File: src/common/ep_pkg.sv
package ep_pkg;

	////////////////////
	// endpoint map
	////////////////////

	typedef logic [7:0] ep_addr_t;

	// wire-ins
	localparam ep_addr_t ADC_OS_WEP            = 8'h00;
	localparam ep_addr_t OSF_ACTIVATE_WEP      = 8'h01;
	localparam ep_addr_t OSF_CYCLE_DELAY_WEP   = 8'h02;
	localparam ep_addr_t OSF_OSM_WEP           = 8'h03;
	localparam ep_addr_t OSF_UPDATE_EN_WEP     = 8'h04;
	localparam ep_addr_t PID_LOCK_EN_WEP       = 8'h05;
	localparam ep_addr_t PID_SETPOINT_WEP      = 8'h06;
	localparam ep_addr_t PID_P_COEF_WEP        = 8'h07;
	localparam ep_addr_t PID_I_COEF_WEP        = 8'h08;
	localparam ep_addr_t PID_D_COEF_WEP        = 8'h09;
	localparam ep_addr_t PID_UPDATE_EN_WEP     = 8'h0A;
	localparam ep_addr_t RTR_SRC_SEL_WEP       = 8'h0B;
	localparam ep_addr_t RTR_DEST_SEL_WEP      = 8'h0C;
	localparam ep_addr_t RTR_OUTPUT_ACTIVE_WEP = 8'h0D;
	localparam ep_addr_t OPP_MIN0_WEP          = 8'h0E;
	localparam ep_addr_t OPP_MIN1_WEP          = 8'h0F;
	localparam ep_addr_t OPP_MIN2_WEP          = 8'h10;
	localparam ep_addr_t OPP_MAX0_WEP          = 8'h11;
	localparam ep_addr_t OPP_MAX1_WEP          = 8'h12;
	localparam ep_addr_t OPP_MAX2_WEP          = 8'h13;
	localparam ep_addr_t OPP_INIT0_WEP         = 8'h14;
	localparam ep_addr_t OPP_INIT1_WEP         = 8'h15;
	localparam ep_addr_t OPP_INIT2_WEP         = 8'h16;
	localparam ep_addr_t OPP_UPDATE_EN_WEP     = 8'h17;

	localparam int N_WIRE_IN = 24;	// wire-ins live at 0x00 .. N_WIRE_IN-1

	localparam ep_addr_t ADC_DATA0_OWEP = 8'h20;	// channel n at 0x20 + n

	// triggers
	localparam ep_addr_t ADC_CSTART_TEP    = 8'h40;
	localparam ep_addr_t PID_CLEAR_TEP     = 8'h41;
	localparam ep_addr_t DAC_REF_SET_TEP   = 8'h42;
	localparam ep_addr_t MODULE_UPDATE_TEP = 8'h43;
	localparam ep_addr_t SYS_RESET_TEP     = 8'h44;

	localparam ep_addr_t OSF_PIPE_PEP = 8'hA0;	// channel 0 sample pipe

	////////////////////
	// host bus
	////////////////////

	typedef struct packed {
		logic		strobe;	// one cycle per command
		logic		write;	// 0 = read
		ep_addr_t	addr;
		logic [15:0]	data;
	} host_cmd_t;

	typedef struct packed {
		logic		valid;
		logic		unmapped;	// nobody owns the address
		logic		pipe_empty;	// pipe read hit an empty fifo
		logic [15:0]	data;
	} host_reply_t;

	localparam logic [15:0] UNMAPPED_WORD = 16'hDEAD;

endpackage

File: src/common/cfg_pkg.sv
package cfg_pkg;

	// raw 16 bit words as the host writes them, sliced at the top level

	////////////////////
	// wire-in groups
	////////////////////

	typedef struct packed {
		logic [15:0]	activate;	// per channel enable
		logic [15:0]	cycle_delay;
		logic [15:0]	osm;	// oversample ratio, log2
		logic [15:0]	update_en;
	} osf_cfg_t;

	typedef struct packed {
		logic [15:0]	lock_en;
		logic [15:0]	setpoint;
		logic [15:0]	p_coef;
		logic [15:0]	i_coef;
		logic [15:0]	d_coef;
		logic [15:0]	update_en;
	} pid_cfg_t;

	typedef struct packed {
		logic [15:0]	src_sel;
		logic [15:0]	dest_sel;
		logic [15:0]	output_active;
	} rtr_cfg_t;

	// 48 bit limits, word 0 in the low bits
	typedef struct packed {
		logic [47:0]	min;
		logic [47:0]	max;
		logic [47:0]	init;
		logic [15:0]	update_en;
	} opp_cfg_t;

	////////////////////
	// trigger masks
	////////////////////

	typedef struct packed {
		logic [15:0]	adc_cstart;
		logic [15:0]	pid_clear;
		logic [15:0]	dac_ref_set;
		logic [15:0]	module_update;
		logic [15:0]	sys_reset;
	} trig_t;

endpackage

File: src/logic/config_regs.sv
`timescale 1ns/10ps

module config_regs (
	input	logic			clk50_in,
	input	logic			arst_n,
	input	ep_pkg::host_cmd_t	host_cmd,

	output	cfg_pkg::osf_cfg_t	osf_cfg,
	output	cfg_pkg::pid_cfg_t	pid_cfg,
	output	cfg_pkg::rtr_cfg_t	rtr_cfg,
	output	cfg_pkg::opp_cfg_t	opp_cfg,
	output	logic [15:0]		adc_os_word,
	output	cfg_pkg::trig_t		trig,	// one cycle pulse masks
	output	ep_pkg::host_reply_t	cfg_reply
);

	import ep_pkg::*;
	import cfg_pkg::*;

	localparam int W_IDX = $clog2(N_WIRE_IN);

	////////////////////
	// decode
	////////////////////

	logic			wr_en;
	logic			rd_en;
	logic			is_wire_in;
	logic [W_IDX-1:0]	wi_idx;

	assign wr_en      = host_cmd.strobe & host_cmd.write;
	assign rd_en      = host_cmd.strobe & ~host_cmd.write;
	assign is_wire_in = (host_cmd.addr < N_WIRE_IN);	// 0x00 .. 0x17
	assign wi_idx     = host_cmd.addr[W_IDX-1:0];

	////////////////////
	// wire-in bank
	////////////////////

	logic [N_WIRE_IN-1:0][15:0] wire_in;	// indexed by endpoint address

	always_ff @(posedge clk50_in or negedge arst_n) begin
		if (!arst_n) begin
			wire_in <= '0;
		end else if (wr_en && is_wire_in) begin
			wire_in[wi_idx] <= host_cmd.data;
		end
	end

	// group the words for the downstream blocks
	assign adc_os_word = wire_in[ADC_OS_WEP];

	assign osf_cfg.activate    = wire_in[OSF_ACTIVATE_WEP];
	assign osf_cfg.cycle_delay = wire_in[OSF_CYCLE_DELAY_WEP];
	assign osf_cfg.osm         = wire_in[OSF_OSM_WEP];
	assign osf_cfg.update_en   = wire_in[OSF_UPDATE_EN_WEP];

	assign pid_cfg.lock_en   = wire_in[PID_LOCK_EN_WEP];
	assign pid_cfg.setpoint  = wire_in[PID_SETPOINT_WEP];
	assign pid_cfg.p_coef    = wire_in[PID_P_COEF_WEP];
	assign pid_cfg.i_coef    = wire_in[PID_I_COEF_WEP];
	assign pid_cfg.d_coef    = wire_in[PID_D_COEF_WEP];
	assign pid_cfg.update_en = wire_in[PID_UPDATE_EN_WEP];

	assign rtr_cfg.src_sel       = wire_in[RTR_SRC_SEL_WEP];
	assign rtr_cfg.dest_sel      = wire_in[RTR_DEST_SEL_WEP];
	assign rtr_cfg.output_active = wire_in[RTR_OUTPUT_ACTIVE_WEP];

	// three words per limit, word 0 lowest
	assign opp_cfg.min  = {wire_in[OPP_MIN2_WEP], wire_in[OPP_MIN1_WEP], wire_in[OPP_MIN0_WEP]};
	assign opp_cfg.max  = {wire_in[OPP_MAX2_WEP], wire_in[OPP_MAX1_WEP], wire_in[OPP_MAX0_WEP]};
	assign opp_cfg.init = {wire_in[OPP_INIT2_WEP], wire_in[OPP_INIT1_WEP],
		wire_in[OPP_INIT0_WEP]};
	assign opp_cfg.update_en = wire_in[OPP_UPDATE_EN_WEP];

	////////////////////
	// triggers
	////////////////////

	always_ff @(posedge clk50_in or negedge arst_n) begin
		if (!arst_n) begin
			trig <= '0;
		end else begin
			trig <= '0;	// pulses clear on their own
			if (wr_en) begin
				case (host_cmd.addr)
					ADC_CSTART_TEP:    trig.adc_cstart    <= host_cmd.data;
					PID_CLEAR_TEP:     trig.pid_clear     <= host_cmd.data;
					DAC_REF_SET_TEP:   trig.dac_ref_set   <= host_cmd.data;
					MODULE_UPDATE_TEP: trig.module_update <= host_cmd.data;
					SYS_RESET_TEP:     trig.sys_reset     <= host_cmd.data;
					default: ;	// not a trigger
				endcase
			end
		end
	end

	////////////////////
	// readback
	////////////////////

	// triggers are write only, so reads of them stay unclaimed
	always_ff @(posedge clk50_in or negedge arst_n) begin
		if (!arst_n) begin
			cfg_reply <= '0;
		end else begin
			cfg_reply <= '0;
			if (rd_en && is_wire_in) begin
				cfg_reply.valid <= 1'b1;
				cfg_reply.data  <= wire_in[wi_idx];	// word as written
			end
		end
	end

endmodule

File: src/logic/adc_readback.sv
`timescale 1ns/10ps

module adc_readback #(
	parameter int N_ADC      = 8,	// adc channels
	parameter int W_ADC_DATA = 18,	// sample width
	parameter int FIFO_DEPTH = 16	// power of two
) (
	input	logic				clk50_in,
	input	logic				arst_n,
	input	ep_pkg::host_cmd_t		host_cmd,
	input	logic [N_ADC-1:0]		adc_data_valid,
	input	logic [W_ADC_DATA-1:0]		adc_data_a,	// feeds the low half
	input	logic [W_ADC_DATA-1:0]		adc_data_b,	// feeds the high half
	output	ep_pkg::host_reply_t		adc_reply
);

	import ep_pkg::*;

	localparam int W_CH  = $clog2(N_ADC);
	localparam int W_PTR = $clog2(FIFO_DEPTH);

	////////////////////
	// decode
	////////////////////

	logic			rd_en;
	logic			is_wire_out;
	logic			is_pipe;
	logic [7:0]		ow_offset;
	logic [W_CH-1:0]	ow_idx;

	assign rd_en       = host_cmd.strobe & ~host_cmd.write;
	assign is_wire_out = (host_cmd.addr >= ADC_DATA0_OWEP) &&
		(host_cmd.addr < ADC_DATA0_OWEP + N_ADC);
	assign is_pipe     = (host_cmd.addr == OSF_PIPE_PEP);
	assign ow_offset   = host_cmd.addr - ADC_DATA0_OWEP;
	assign ow_idx      = ow_offset[W_CH-1:0];	// channel number

	////////////////////
	// hold slots
	////////////////////

	logic [N_ADC-1:0][W_ADC_DATA-1:0] slot;

	// a and b share a pair of valids, a wins when both fire
	always_ff @(posedge clk50_in or negedge arst_n) begin
		if (!arst_n) begin
			slot <= '0;
		end else begin
			for (int i = 0; i < N_ADC/2; i++) begin
				if (adc_data_valid[i]) begin
					slot[i] <= adc_data_a;
				end else if (adc_data_valid[i + N_ADC/2]) begin
					slot[i + N_ADC/2] <= adc_data_b;
				end
			end
		end
	end

	////////////////////
	// channel 0 fifo
	////////////////////

	logic [15:0]		fifo_mem [FIFO_DEPTH];
	logic [W_PTR:0]		wr_ptr;	// extra bit tells full from empty
	logic [W_PTR:0]		rd_ptr;
	logic			full;
	logic			empty;
	logic			push;
	logic			pop;

	assign empty = (wr_ptr == rd_ptr);
	assign full  = (wr_ptr[W_PTR] != rd_ptr[W_PTR]) &&
		(wr_ptr[W_PTR-1:0] == rd_ptr[W_PTR-1:0]);
	assign push  = adc_data_valid[0] & ~full;	// drop on full
	assign pop   = rd_en & is_pipe & ~empty;

	always_ff @(posedge clk50_in) begin
		if (push) begin
			fifo_mem[wr_ptr[W_PTR-1:0]] <= adc_data_a[W_ADC_DATA-1 -: 16];	// upper bits
		end
	end

	always_ff @(posedge clk50_in or negedge arst_n) begin
		if (!arst_n) begin
			wr_ptr <= '0;
			rd_ptr <= '0;
		end else begin
			if (push)
				wr_ptr <= wr_ptr + 1'b1;
			if (pop)
				rd_ptr <= rd_ptr + 1'b1;
		end
	end

	////////////////////
	// read replies
	////////////////////

	always_ff @(posedge clk50_in or negedge arst_n) begin
		if (!arst_n) begin
			adc_reply <= '0;
		end else begin
			adc_reply <= '0;
			if (rd_en && is_wire_out) begin
				adc_reply.valid <= 1'b1;
				adc_reply.data  <= slot[ow_idx][W_ADC_DATA-1 -: 16];
			end else if (rd_en && is_pipe) begin
				adc_reply.valid      <= 1'b1;
				adc_reply.pipe_empty <= empty;
				adc_reply.data       <= empty ? 16'h0000 : fifo_mem[rd_ptr[W_PTR-1:0]];
			end
		end
	end

endmodule

File: src/logic/reply_merge.sv
`timescale 1ns/10ps

module reply_merge (
	input	logic			clk50_in,
	input	logic			arst_n,
	input	ep_pkg::host_cmd_t	host_cmd,
	input	ep_pkg::host_reply_t	cfg_reply,	// wire-in readback
	input	ep_pkg::host_reply_t	adc_reply,	// wire-out and pipe
	output	ep_pkg::host_reply_t	host_reply
);

	import ep_pkg::*;

	////////////////////
	// read tracking
	////////////////////

	logic rd_q;	// lines up with the block replies

	always_ff @(posedge clk50_in or negedge arst_n) begin
		if (!arst_n) begin
			rd_q <= 1'b0;
		end else begin
			rd_q <= host_cmd.strobe & ~host_cmd.write;
		end
	end

	////////////////////
	// merge
	////////////////////

	host_reply_t	merged;
	logic		claimed;

	assign claimed = cfg_reply.valid | adc_reply.valid;

	// idle blocks drive zero, so an or is enough
	always_comb begin
		merged            = cfg_reply | adc_reply;
		merged.valid      = rd_q;
		merged.unmapped   = rd_q & ~claimed;
		if (rd_q && !claimed)
			merged.data = UNMAPPED_WORD;
	end

	always_ff @(posedge clk50_in or negedge arst_n) begin
		if (!arst_n) begin
			host_reply <= '0;
		end else begin
			host_reply <= merged;	// second stage, read latency 2
		end
	end

endmodule

File: src/frontpanel_interface/frontpanel_interface.sv
`timescale 1ns/10ps

module frontpanel_interface #(
	parameter int N_ADC      = 8,	// adc channels
	parameter int W_ADC_DATA = 18,	// adc sample width
	parameter int N_OUT      = 8,	// output channels
	parameter int FIFO_DEPTH = 16	// pipe fifo words
) (
	input	logic			clk50_in,
	input	logic			arst_n,

	// host bus
	input	ep_pkg::host_cmd_t	host_cmd,
	output	ep_pkg::host_reply_t	host_reply,

	// adc controller
	input	logic [N_ADC-1:0]	adc_data_valid,
	input	logic [W_ADC_DATA-1:0]	adc_data_a,
	input	logic [W_ADC_DATA-1:0]	adc_data_b,
	output	logic [2:0]		adc_os,
	output	logic			adc_cstart,

	// oversample filter
	output	logic [N_ADC-1:0]	osf_activate,
	output	logic [15:0]		osf_cycle_delay,
	output	logic [5:0]		osf_osm,
	output	logic [N_ADC-1:0]	osf_update_en,

	// pid core
	output	logic [N_ADC-1:0]	pid_lock_en,
	output	logic [N_ADC-1:0]	pid_clear,
	output	logic [15:0]		pid_setpoint,
	output	logic [15:0]		pid_p_coef,
	output	logic [15:0]		pid_i_coef,
	output	logic [15:0]		pid_d_coef,
	output	logic [N_ADC-1:0]	pid_update_en,

	// router
	output	logic [3:0]		rtr_src_sel,
	output	logic [3:0]		rtr_dest_sel,
	output	logic [N_OUT-1:0]	rtr_output_active,

	// output preprocessor
	output	logic [47:0]		opp_min,
	output	logic [47:0]		opp_max,
	output	logic [47:0]		opp_init,
	output	logic [N_OUT-1:0]	opp_update_en,

	// dac and global
	output	logic			dac_ref_set,
	output	logic			module_update,
	output	logic			sys_reset
);

	import ep_pkg::*;
	import cfg_pkg::*;

	osf_cfg_t	osf_cfg;
	pid_cfg_t	pid_cfg;
	rtr_cfg_t	rtr_cfg;
	opp_cfg_t	opp_cfg;
	trig_t		trig;
	logic [15:0]	adc_os_word;
	host_reply_t	cfg_reply;
	host_reply_t	adc_reply;

	////////////////////
	// blocks
	////////////////////

	config_regs config_regs_i (
		.clk50_in	(clk50_in),
		.arst_n		(arst_n),
		.host_cmd	(host_cmd),
		.osf_cfg	(osf_cfg),
		.pid_cfg	(pid_cfg),
		.rtr_cfg	(rtr_cfg),
		.opp_cfg	(opp_cfg),
		.adc_os_word	(adc_os_word),
		.trig		(trig),
		.cfg_reply	(cfg_reply)
	);

	adc_readback #(
		.N_ADC		(N_ADC),
		.W_ADC_DATA	(W_ADC_DATA),
		.FIFO_DEPTH	(FIFO_DEPTH)
	) adc_readback_i (
		.clk50_in	(clk50_in),
		.arst_n		(arst_n),
		.host_cmd	(host_cmd),
		.adc_data_valid	(adc_data_valid),
		.adc_data_a	(adc_data_a),
		.adc_data_b	(adc_data_b),
		.adc_reply	(adc_reply)
	);

	reply_merge reply_merge_i (
		.clk50_in	(clk50_in),
		.arst_n		(arst_n),
		.host_cmd	(host_cmd),
		.cfg_reply	(cfg_reply),
		.adc_reply	(adc_reply),
		.host_reply	(host_reply)
	);

	////////////////////
	// port slicing, low bits
	////////////////////

	assign adc_os     = adc_os_word[2:0];
	assign adc_cstart = trig.adc_cstart[0];

	assign osf_activate    = osf_cfg.activate[N_ADC-1:0];
	assign osf_cycle_delay = osf_cfg.cycle_delay;
	assign osf_osm         = osf_cfg.osm[5:0];
	assign osf_update_en   = osf_cfg.update_en[N_ADC-1:0];

	assign pid_lock_en   = pid_cfg.lock_en[N_ADC-1:0];
	assign pid_clear     = trig.pid_clear[N_ADC-1:0];	// per channel clear
	assign pid_setpoint  = pid_cfg.setpoint;
	assign pid_p_coef    = pid_cfg.p_coef;
	assign pid_i_coef    = pid_cfg.i_coef;
	assign pid_d_coef    = pid_cfg.d_coef;
	assign pid_update_en = pid_cfg.update_en[N_ADC-1:0];

	assign rtr_src_sel       = rtr_cfg.src_sel[3:0];
	assign rtr_dest_sel      = rtr_cfg.dest_sel[3:0];
	assign rtr_output_active = rtr_cfg.output_active[N_OUT-1:0];

	assign opp_min       = opp_cfg.min;
	assign opp_max       = opp_cfg.max;
	assign opp_init      = opp_cfg.init;
	assign opp_update_en = opp_cfg.update_en[N_OUT-1:0];

	assign dac_ref_set   = trig.dac_ref_set[0];
	assign module_update = trig.module_update[0];
	assign sys_reset     = trig.sys_reset[0];

endmodule

File: config.mk
export PLATFORM = sky130hd
export DESIGN_NAME = frontpanel_interface
export DESIGN_NICKNAME = d
export VERILOG_FILES = /design/src/common/ep_pkg.sv /design/src/common/cfg_pkg.sv /design/src/logic/config_regs.sv /design/src/logic/adc_readback.sv /design/src/logic/reply_merge.sv /design/src/frontpanel_interface/frontpanel_interface.sv
export SDC_FILE = /design/constraint.sdc
export NUM_CORES = 1
export LEC_CHECK = 0
export BUFFER_PORTS_ARGS = -buffer_cell sky130_fd_sc_hd__buf_2
export CAP_MARGIN = 20
export CORE_MARGIN = 2
export CORE_UTILIZATION = 32
export CTS_CLUSTER_SIZE = 10
export DETAILED_ROUTE_END_ITERATION = 10
export PLACE_DENSITY_LB_ADDON = 0.12
export SETUP_SLACK_MARGIN = 0.02
export SYNTH_ARGS = -nofsm -noshare
export SYNTH_HDL_FRONTEND = slang
export SYNTH_SLANG_ARGS = --single-unit
File: constraint.sdc
create_clock -name clk50_in -period 2.95 [get_ports clk50_in]
set_input_delay 0.7375 -clock clk50_in [delete_from_list [all_inputs] [get_ports clk50_in]]
set_output_delay 0.7375 -clock clk50_in [all_outputs]
set_load 0.05 [all_outputs]
==> impl_metrics.yaml, run 1 <==
run_status:
  status: "finished clean"
min_path:
  hold_end: "reply_merge_i.rd_q$_DFF_PN0_"
  min_path_cells: 2
  worst_hold_path_type: "in2reg"
  min_from: "host_cmd[24]"
setup_path:
  r2r_slack_ns: 0.37
  critPathMaxStageDelay_ns: 0.56
  reg2reg_from: "adc_readback_i.rd_ptr[3]$_DFFE_PN0P_"
  cp.required_ns: 3.30
  critPathArrivalTime_ns: 2.93
  rr_endpoint: "adc_readback_i.fifo_mem[14][8]$_DFFE_PP_"
  cp-start-kind: "register"
  worst-path-max-fanout: 14
  endpoint_kind: "register"
  r2r_cells: 6
  critical_path.slowest_cell: "a21boi_1"
  crit_type: "reg2reg"
  cp_cell_sequence: "xor2_1 -> nor4_1 -> a21boi_1 -> nand2_1 -> nor2_1 -> buf_12"
synth:
  netlist-cell-type-count: 51
  synth_area_um2: 37900
  synth_edf_count: 256
  syn_avg_cell_area_um2: 15.5
  ys_seq_elements: 845
  synth_nets: 2528
  syn_inst: 2451
  ys.flop_type: "dfrtp_1"
  yosys_warnings: 0
  synthArstFlopShare: 0.697
  seq_area_frac_synth: 0.592
cts:
  root_buffer: "clkbuf_16"
  cts_hold_buffers: 1
  cts_tree: "built"
  cts_buffers: 101
  clock_latency_ns: 0.67
  cts_setup_buffers: 0
  clock_path_buffers: 3
  cts_resized: 0
  clock_sinks: 845
  clk_pin_slew_ns: 0.05
  cts_max_level: 3
power_and_ir_drop:
  p_leak_nw: 19.7
  ir_drop_v: 0.000413
  power_density_nw_per_um2: 643
  power_w: 0.0279
global_route:
  grt_max_degree: 73
  overflow: 0
  first_global_vias: 22774
  antenna_found_initial: 17
  grt.total_usage: 0.193
  grt_pass1_wl_um: 169000
timing:
  final.min_clock_period_ns: 2.58
  clock.fmax_mhz: 388
  rsz0062_at_grt: "false"
  finalSetupViolCount: 0
  holdWs_ns: 0.338
  fin_crit_sh: 0.874
  skew_ns: 0.0284
  worstMarginPinSlew_ns: 0.882
  setup_tns_ns: 0
  final_max_slew_viol_count: 0
  max_slew_margin: 0.411
  hold_violations: 0
  setup_ws_ns: 0.372
route:
  wl_um: 118000
  drtIter0Drc: 1398
  dr_total_vias: 21249
  wl_per_cell_um: 28.0
  ant_nets: 0
  dr.pass1.iters: 5
  drc: 0
  vias_per_cell: 5.04
die:
  die_h_um: 348
  core_region_area_um2: 118000
  die-area_um2: 121000
  start_util: 0.322
  core.rowCount: 126
  fp.dieW_um: 348
  io_pins: 392
place:
  gp_congestion: 0.845
  dp_hpwl_um: 82100
  io_buffers: 387
  dp_slack_ns: 0.145
layout:
  multi_input_area_um2: 12700
  seqCellArea_um2: 22400
  syn2layout_area_growth_pct: 14.4
  layout-drive-gt1-share: 0.510
  nNetsFinal: 2698
  nFillCells: 11149
run:
  drv_cap: 0
[state kept, by name, indices dropped and copies added (netlist names)]
| signal | count |
|---|---|
| reply_merge_i.host_reply | 19 |
| adc_readback_i.wr_ptr | 5 |
| adc_readback_i.rd_ptr | 5 |
| config_regs_i.opp_cfg | 160 |
| config_regs_i.trig | 12 |
| reply_merge_i.rd_q | 1 |
| config_regs_i.cfg_reply | 17 |
| adc_readback_i.adc_reply | 18 |
| config_regs_i.adc_os_word | 16 |
| config_regs_i.osf_cfg | 64 |
| config_regs_i.rtr_cfg | 48 |
| adc_readback_i.fifo_mem | 256 |
| config_regs_i.pid_cfg | 96 |
| adc_readback_i.slot | 128 |
[final cells by class]
| class | count | area share |
|---|---|---|
| clock buffers | 139 | 0.0652 |
| clock inverters | 16 | 0.00534 |
| diodes | 4 | 0.000231 |
| well taps | 1536 | 0.0443 |
| repair buffers | 509 | 0.0747 |
| inverters | 8 | 0.000693 |
| multi-input cells | 1156 | 0.292 |
| flip-flops and latches | 845 | 0.517 |
[worst max path at each step]
stage | depth (start not counted) | to | from | slack, ns
after floorplan | 4 | adc_readback_i.fifo_mem[7][0]$_DFFE_PP_ | adc_data_valid[0] | 0.12
after global placement | 5 | config_regs_i.pid_cfg[54]$_DFFE_PN0P_ | host_cmd[18] | 0.15
after detailed placement | 5 | config_regs_i.pid_cfg[63]$_DFFE_PN0P_ | host_cmd[18] | 0.14
after CTS | 6 | adc_readback_i.fifo_mem[14][14]$_DFFE_PP_ | adc_readback_i.rd_ptr[3]$_DFFE_PN0P_ | 0.38
after global routing | 6 | adc_readback_i.fifo_mem[14][14]$_DFFE_PP_ | adc_readback_i.rd_ptr[3]$_DFFE_PN0P_ | 0.18
final | 6 | adc_readback_i.fifo_mem[14][8]$_DFFE_PP_ | adc_readback_i.rd_ptr[3]$_DFFE_PN0P_ | 0.37
[Yosys cell counts, drive strengths merged (2+ instances only)]
cell type  instances  area, um^2
a21boi             7        52.6
a21o              17         128
a21oi             41         205
a22oi             56         420
a31oi              9        56.3
and2               9        56.3
buf              358        2510
clkbuf            84         315
dfrtp            589       14700
edfxtp           256        7690
ha                 5        62.6
inv                7        26.3
mux2             552        6220
mux2i            100        1000
mux4             142        3200
nand2             61         274
nand2b             8        50.1
nand3             24         120
nand3b             3        22.5
nand4              3        18.8
nor2              40         160
nor2b             10        62.6
nor3              14         103
nor4               2        12.5
o21ai              8        40.0
o221ai             6        52.6
o22ai              2        12.5
or3               12        75.1
or4                3        26.3
xnor2              7        61.3
xor2               6        52.6
[per-stage QoR]
stage | util | std cells | area (um^2)
2_1_floorplan | - | 2451 | 37900
3_3_place_gp | 0.342 | 4053 | 40300
3_5_place_dp | 0.342 | 4053 | 40300
4_1_cts | 0.368 | 4209 | 43300
5_1_grt | 0.368 | 4210 | 43400
6_report | 0.368 | 4213 | 43400
[layer usage]
layer,part of all wire,GRT usage,up-vias
met5,0.00081,0,-
met4,0.021,0.0510,14
met3,0.072,0.0554,143
met2,0.46,0.301,590
met1,0.45,0.265,11416
li1,-,-,9086
[power by group]
| part | switching, W | internal [W] |
|---|---|---|
| combinational | 0.00186 | 0.00107 |
| clock | 0.00480 | 0.00701 |
| sequential | 0.000306 | 0.0129 |
| total | 0.00696 | 0.0209 |
[worst max-delay path: cells and delay by family (launching register included)]
family / cells / cell delay [ns]
DFF: 1 / 0.51
xor gates and xnor gates: 1 / 0.18
AOI/OAI and AO/OA: 1 / 0.56
buffers and inverters: 1 / 0.22
and+or+nand+nor: 3 / 0.79
[placed cells by master, fill, tap and decap left out, types with 12 or more instances in the layout]
cell	synthesis	routed
or3_1	12	12
nor2_1	36	34
buf_2	45	384
mux2i_1	100	100
a22oi_1	56	56
edfxtp_1	256	256
clkbuf_16	0	105
a21oi_1	41	41
buf_4	292	93
mux4_2	142	142
mux2_2	552	552
buf_12	0	29
clkbuf_1	84	27
nand3_1	24	24
nand2_1	51	51
a21o_1	17	17
dfrtp_1	589	587
[logic make-up (layout without fill, tap and decap cells)]
| family | count (synthesis) | count (layout) | synth area share |
|---|---|---|---|
| DFF | 845 | 845 | 0.592 |
| muxes | 794 | 794 | 0.275 |
| buffers and inverters | 450 | 672 | 0.0754 |
| and+or+nand+nor | 194 | 194 | 0.0270 |
| AOI/OAI and AO/OA | 150 | 150 | 0.0265 |
| xor gates and xnor gates | 13 | 13 | 0.00300 |
| adders and majority gates | 5 | 5 | 0.00165 |
| other | 0 | 4 | 0 |
(Power assumes the default switching activity.)
==> run 2, diff against run 1 <==
- GPL_TIMING_DRIVEN: default -> 0
==> impl_metrics.yaml, run 2 (synthesis results as in run 1) <==
die:
  core_region_area_um2: 118000
  core.rowCount: 126
  die-area_um2: 121000
  start_util: 0.322
  fp.dieW_um: 348
  die_h_um: 348
  io_pins: 392
global_route:
  overflow: 0
  grt_pass1_wl_um: 178000
  grt_max_degree: 122
  first_global_vias: 23947
  antenna_found_initial: 23
  grt.total_usage: 0.205
power_and_ir_drop:
  power_density_nw_per_um2: 612
  switching_share: 0.257
  clkPwrFrac: 0.410
  seq_power_share: 0.474
  ir_drop_v: 0.000413
  power_w: 0.0278
  p_switching_w: 0.00716
  combPwrFrac: 0.115
  p_leak_nw: 21.0
  intPower_w: 0.0206
min_path:
  min_from: "host_cmd[24]"
  worst_hold_path_type: "in2reg"
  min_path_cells: 2
  hold_end: "reply_merge_i.rd_q$_DFF_PN0_"
layout:
  design_area_um2: 45400
  syn2layout_area_growth_pct: 19.7
  nNetsFinal: 3041
  multi_input_area_um2: 12700
  post-route-util: 0.385
  layout-drive-gt1-share: 0.536
  largest_reg_flops: 256
  final_cell_mix: "588 x dfrtp_1, 552 x mux2_2, 424 x buf_2, 295 x buf_4, 256 x edfxtp_1"
  nFillCells: 11046
  mostFrequentLayoutCell: "dfrtp_1"
  seqCellArea_um2: 22400
timing:
  finalSetupViolCount: 0
  final.min_clock_period_ns: 2.87
  max_slew_margin: 0.272
  clock.fmax_mhz: 349
  hold_violations: 0
  worstMarginPinSlew_ns: 1.08
  holdWs_ns: 0.308
  final_max_slew_viol_count: 0
  rsz0062_at_grt: "false"
  setup_ws_ns: 0.0849
  skew_ns: 0.0337
  fin_crit_sh: 0.971
setup_path:
  rr_endpoint: "adc_readback_i.adc_reply[9]$_DFF_PN0_"
  cp.required_ns: 3.49
  reg2reg_from: "adc_readback_i.rd_ptr[0]$_DFFE_PN0P_"
  r2r_cells: 7
  endpoint_kind: "register"
  cp-start-kind: "input pin"
  worst-path-max-fanout: 10
  crit_type: "in2reg"
  critPathArrivalTime_ns: 3.41
  r2r_slack_ns: 0.12
route:
  wl_per_cell_um: 27.4
  dr_total_vias: 22860
  dr.pass1.iters: 6
  drc: 0
  wl_um: 125000
  vias_per_cell: 5.00
  drtIter0Drc: 1773
  ant_nets: 0
place:
  dp_slack_ns: -0.979
  io_buffers: 381
  dp_hpwl_um: 93300
  placed_area_um2: 42300
  gp_congestion: 0.862
run_status:
  status: "finished clean"
cts:
  clock_sinks: 845
  cts_max_level: 3
  clk_pin_slew_ns: 0.06
  cts_buffers: 100
  clock_latency_ns: 0.69
  clock_path_buffers: 3
  root_buffer: "clkbuf_16"
  cts_tree: "built"
run:
  drv_cap: 0
[run 2: worst max-delay path by stage]
stage,slack [ns],to,start,cells after the start
floorplan,0.12,adc_readback_i.fifo_mem[7][0]$_DFFE_PP_,adc_data_valid[0],4
global placement,-11.22,reply_merge_i.host_reply[17]$_DFF_PN0_,arst_n,1
detailed placement,-0.98,config_regs_i.cfg_reply[8]$_DFF_PN0_,host_cmd[16],8
CTS,0.03,config_regs_i.cfg_reply[2]$_DFF_PN0_,host_cmd[18],8
global route,0.03,adc_readback_i.adc_reply[9]$_DFF_PN0_,adc_readback_i.rd_ptr[1]$_DFFE_PN0P_,6
finish,0.08,config_regs_i.cfg_reply[4]$_DFF_PN0_,host_cmd[18],8
[run 2: layout make-up]
| cell class | count | area share |
|---|---|---|
| sequential | 845 | 0.494 |
| multi-input combinational | 1156 | 0.281 |
| clock buffer | 156 | 0.0629 |
| buffer | 441 | 0.0629 |
| timing repair buffer | 412 | 0.0538 |
| tap | 1536 | 0.0423 |
| clock inverter | 9 | 0.00182 |
| inverter | 8 | 0.000744 |
| antenna | 11 | 0.000606 |
[run 2: what timing repair did]
action | in CTS | in global routing
hold endpoints to repair | 29 | 0
gates resized for setup | 14 | 15
setup buffers | 4 | 0
pin swaps | 4 | 0
setup endpoints to repair | 258 | 236
hold buffers | 1 | 0
gates cloned | 0 | 0
[run 2: power groups by stage]
stage                     sequential, W  clock [W]  combinational [W]
after global routing             0.0133     0.0122            0.00342
final                            0.0132     0.0114            0.00320
after CTS                        0.0132     0.0117            0.00325
after floorplan                  0.0133          0            0.00193
after detailed placement         0.0134          0            0.00324
after global placement           0.0133          0            0.00298
[run 2: layer usage]
| layer | vias up | GRT usage | routed length (um) |
|---|---|---|---|
| met2 | 669 | 0.316 | 56800 |
| met4 | 22 | 0.0539 | 2850 |
| met1 | 12208 | 0.290 | 57700 |
| met3 | 164 | 0.0466 | 7990 |
| met5 | - | 0 | 149 |
| li1 | 9797 | - | - |
[run 2: through the flow]
step / setup TNS, ns / instances
6_report: 0 / 4574
5_1_grt: 0 / 4565
4_1_cts: 0 / 4562
3_5_place_dp: -117.64 / 4393
3_3_place_gp: -7025.43 / 4368
2_1_floorplan: 0 / 2451
[run 2: worst max-delay path, cell delays in order]
cell      delay [ns]
buf_2           0.11
buf_2           0.24
buf_2           0.41
buf_2           0.39
buf_1           0.44
buf_8           0.24
mux2i_1         0.57
o221ai_1        0.22
==> run 3, diff against run 2 <==
- CORE_UTILIZATION: 32 -> 53
==> impl_metrics.yaml, run 3 (synthesis results as in run 1) <==
timing:
  hold_violations: 0
  max_slew_margin: 0.254
  clock.fmax_mhz: 333
  holdWs_ns: 0.140
  setup_ws_ns: -0.0496
  rsz0062_at_grt: "false"
  fin_crit_sh: 1.02
  final_max_slew_viol_count: 0
  worstMarginPinSlew_ns: 1.12
  skew_ns: 0.0226
  finalSetupViolCount: 10
  final.min_clock_period_ns: 3.00
route:
  wl_per_cell_um: 27.9
  drtIter0Drc: 2038
  wl_um: 110000
  drc: 0
  vias_per_cell: 5.87
  dr_total_vias: 23128
  dr.pass1.iters: 5
  ant_nets: 0
global_route:
  overflow: 0
  grt.total_usage: 0.301
  grt_pass1_wl_um: 162000
  grt_max_degree: 127
  first_global_vias: 24149
  antenna_found_initial: 11
layout:
  layout-drive-gt1-share: 0.531
  nNetsFinal: 3029
  multi_input_area_um2: 12700
  final_cell_mix: "589 x dfrtp_1, 552 x mux2_2, 425 x buf_2, 293 x buf_4, 256 x edfxtp_1"
  largest_reg_flops: 256
  nFillCells: 5365
  seqCellArea_um2: 22400
  mostFrequentLayoutCell: "dfrtp_1"
  post-route-util: 0.620
  syn2layout_area_growth_pct: 16.3
cts:
  cts_setup_buffers: 0
  cts_tree: "built"
  clk_pin_slew_ns: 0.06
  clock_sinks: 845
  clock_latency_ns: 0.65
  cts_buffers: 95
  cts_resized: 7
  root_buffer: "clkbuf_16"
  clock_path_buffers: 3
  cts_max_level: 3
  cts_hold_buffers: 0
setup_path:
  crit_path_frequent_cell: "buf_2"
  worst-path-buf-inv: 4
  worst-path-max-fanout: 10
  critPathArrivalTime_ns: 3.51
  crit_family: "buffers and inverters"
  critical_path.slowest_cell: "clkdlybuf4s15_1"
  cp-start-kind: "input pin"
  endpoint_kind: "register"
  cp_cell_sequence: "buf_2 -> buf_2 -> clkdlybuf4s15_1 -> nand3_1 -> buf_2 -> mux2_2"
  critPathMaxStageDelay_ns: 0.80
  cp.required_ns: 3.46
  crit_type: "in2reg"
power_and_ir_drop:
  power_density_nw_per_um2: 604
  ir_drop_v: 0.000353
  p_leak_nw: 20.8
  power_w: 0.0266
place:
  gp_congestion: 0.899
  io_buffers: 381
  dp_hpwl_um: 80100
die:
  die-area_um2: 73700
  start_util: 0.533
  io_pins: 392
  die_h_um: 271
  fp.dieW_um: 271
  core_region_area_um2: 71100
  core.rowCount: 98
min_path:
  worst_hold_path_type: "in2async"
run_status:
  status: "complete, but fails checks"
  violations: "negative setup slack"
run:
  drv_cap: 0
run 3: final timing paths:
path                                                             start                                endpoint  slack [ns]  cells after the start
worst max-delay path                                      host_cmd[17]  config_regs_i.opp_cfg[138]$_DFFE_PN0P_       -0.05                      6
worst min-delay path                                            arst_n     adc_readback_i.slot[84]$_DFFE_PN0P_        0.14                      1
worst max register to register    adc_readback_i.rd_ptr[1]$_DFFE_PN0P_  adc_readback_i.adc_reply[10]$_DFF_PN0_        0.17                      6
worst min register to register  adc_readback_i.adc_reply[16]$_DFF_PN0_  reply_merge_i.host_reply[16]$_DFF_PN0_        0.35                      0
max in group asynchronous                                       arst_n   config_regs_i.pid_cfg[69]$_DFFE_PN0P_        0.86                      4
min in group clk50_in                                     host_cmd[24]            reply_merge_i.rd_q$_DFF_PN0_        0.32                      2
run 3: area by class of cell:
type / count / area share
timing repair buffer: 405 / 0.0525
clock inverter: 4 / 0.000965
antenna: 3 / 0.000170
sequential: 845 / 0.509
buffer: 441 / 0.0644
clock buffer: 126 / 0.0575
tap: 950 / 0.0270
multi-input combinational: 1156 / 0.288
inverter: 8 / 0.000681
run 3: stage by stage:
step                TNS [ns]  std cells  worst slack [ns]  instance area, um^2
floorplan                  0       2451             0.119                37900
global placement    -6539.43       3782            -10.77                41000
detailed placement   -118.36       3806            -0.857                41500
CTS                        0       3935            0.0607                44100
global route               0       3936            0.0136                44100
finish                -0.314       3938           -0.0496                44100
run 3: where the power goes:
part | total [W] | switching [W] | internal [W]
sequential | 0.0132 | 0.000351 | 0.0129
combinational | 0.00310 | 0.00193 | 0.00118
clock | 0.0103 | 0.00444 | 0.00590
total | 0.0266 | 0.00672 | 0.0199
run 3: per-layer routing:
metal / global-route usage / part of all wire / vias to the layer above
met1: 0.431 / 0.42 / 12227
met4: 0.0986 / 0.030 / 18
li1: - / - / 9731
met2: 0.458 / 0.46 / 960
met5: 0 / 0.0011 / -
met3: 0.0701 / 0.087 / 192
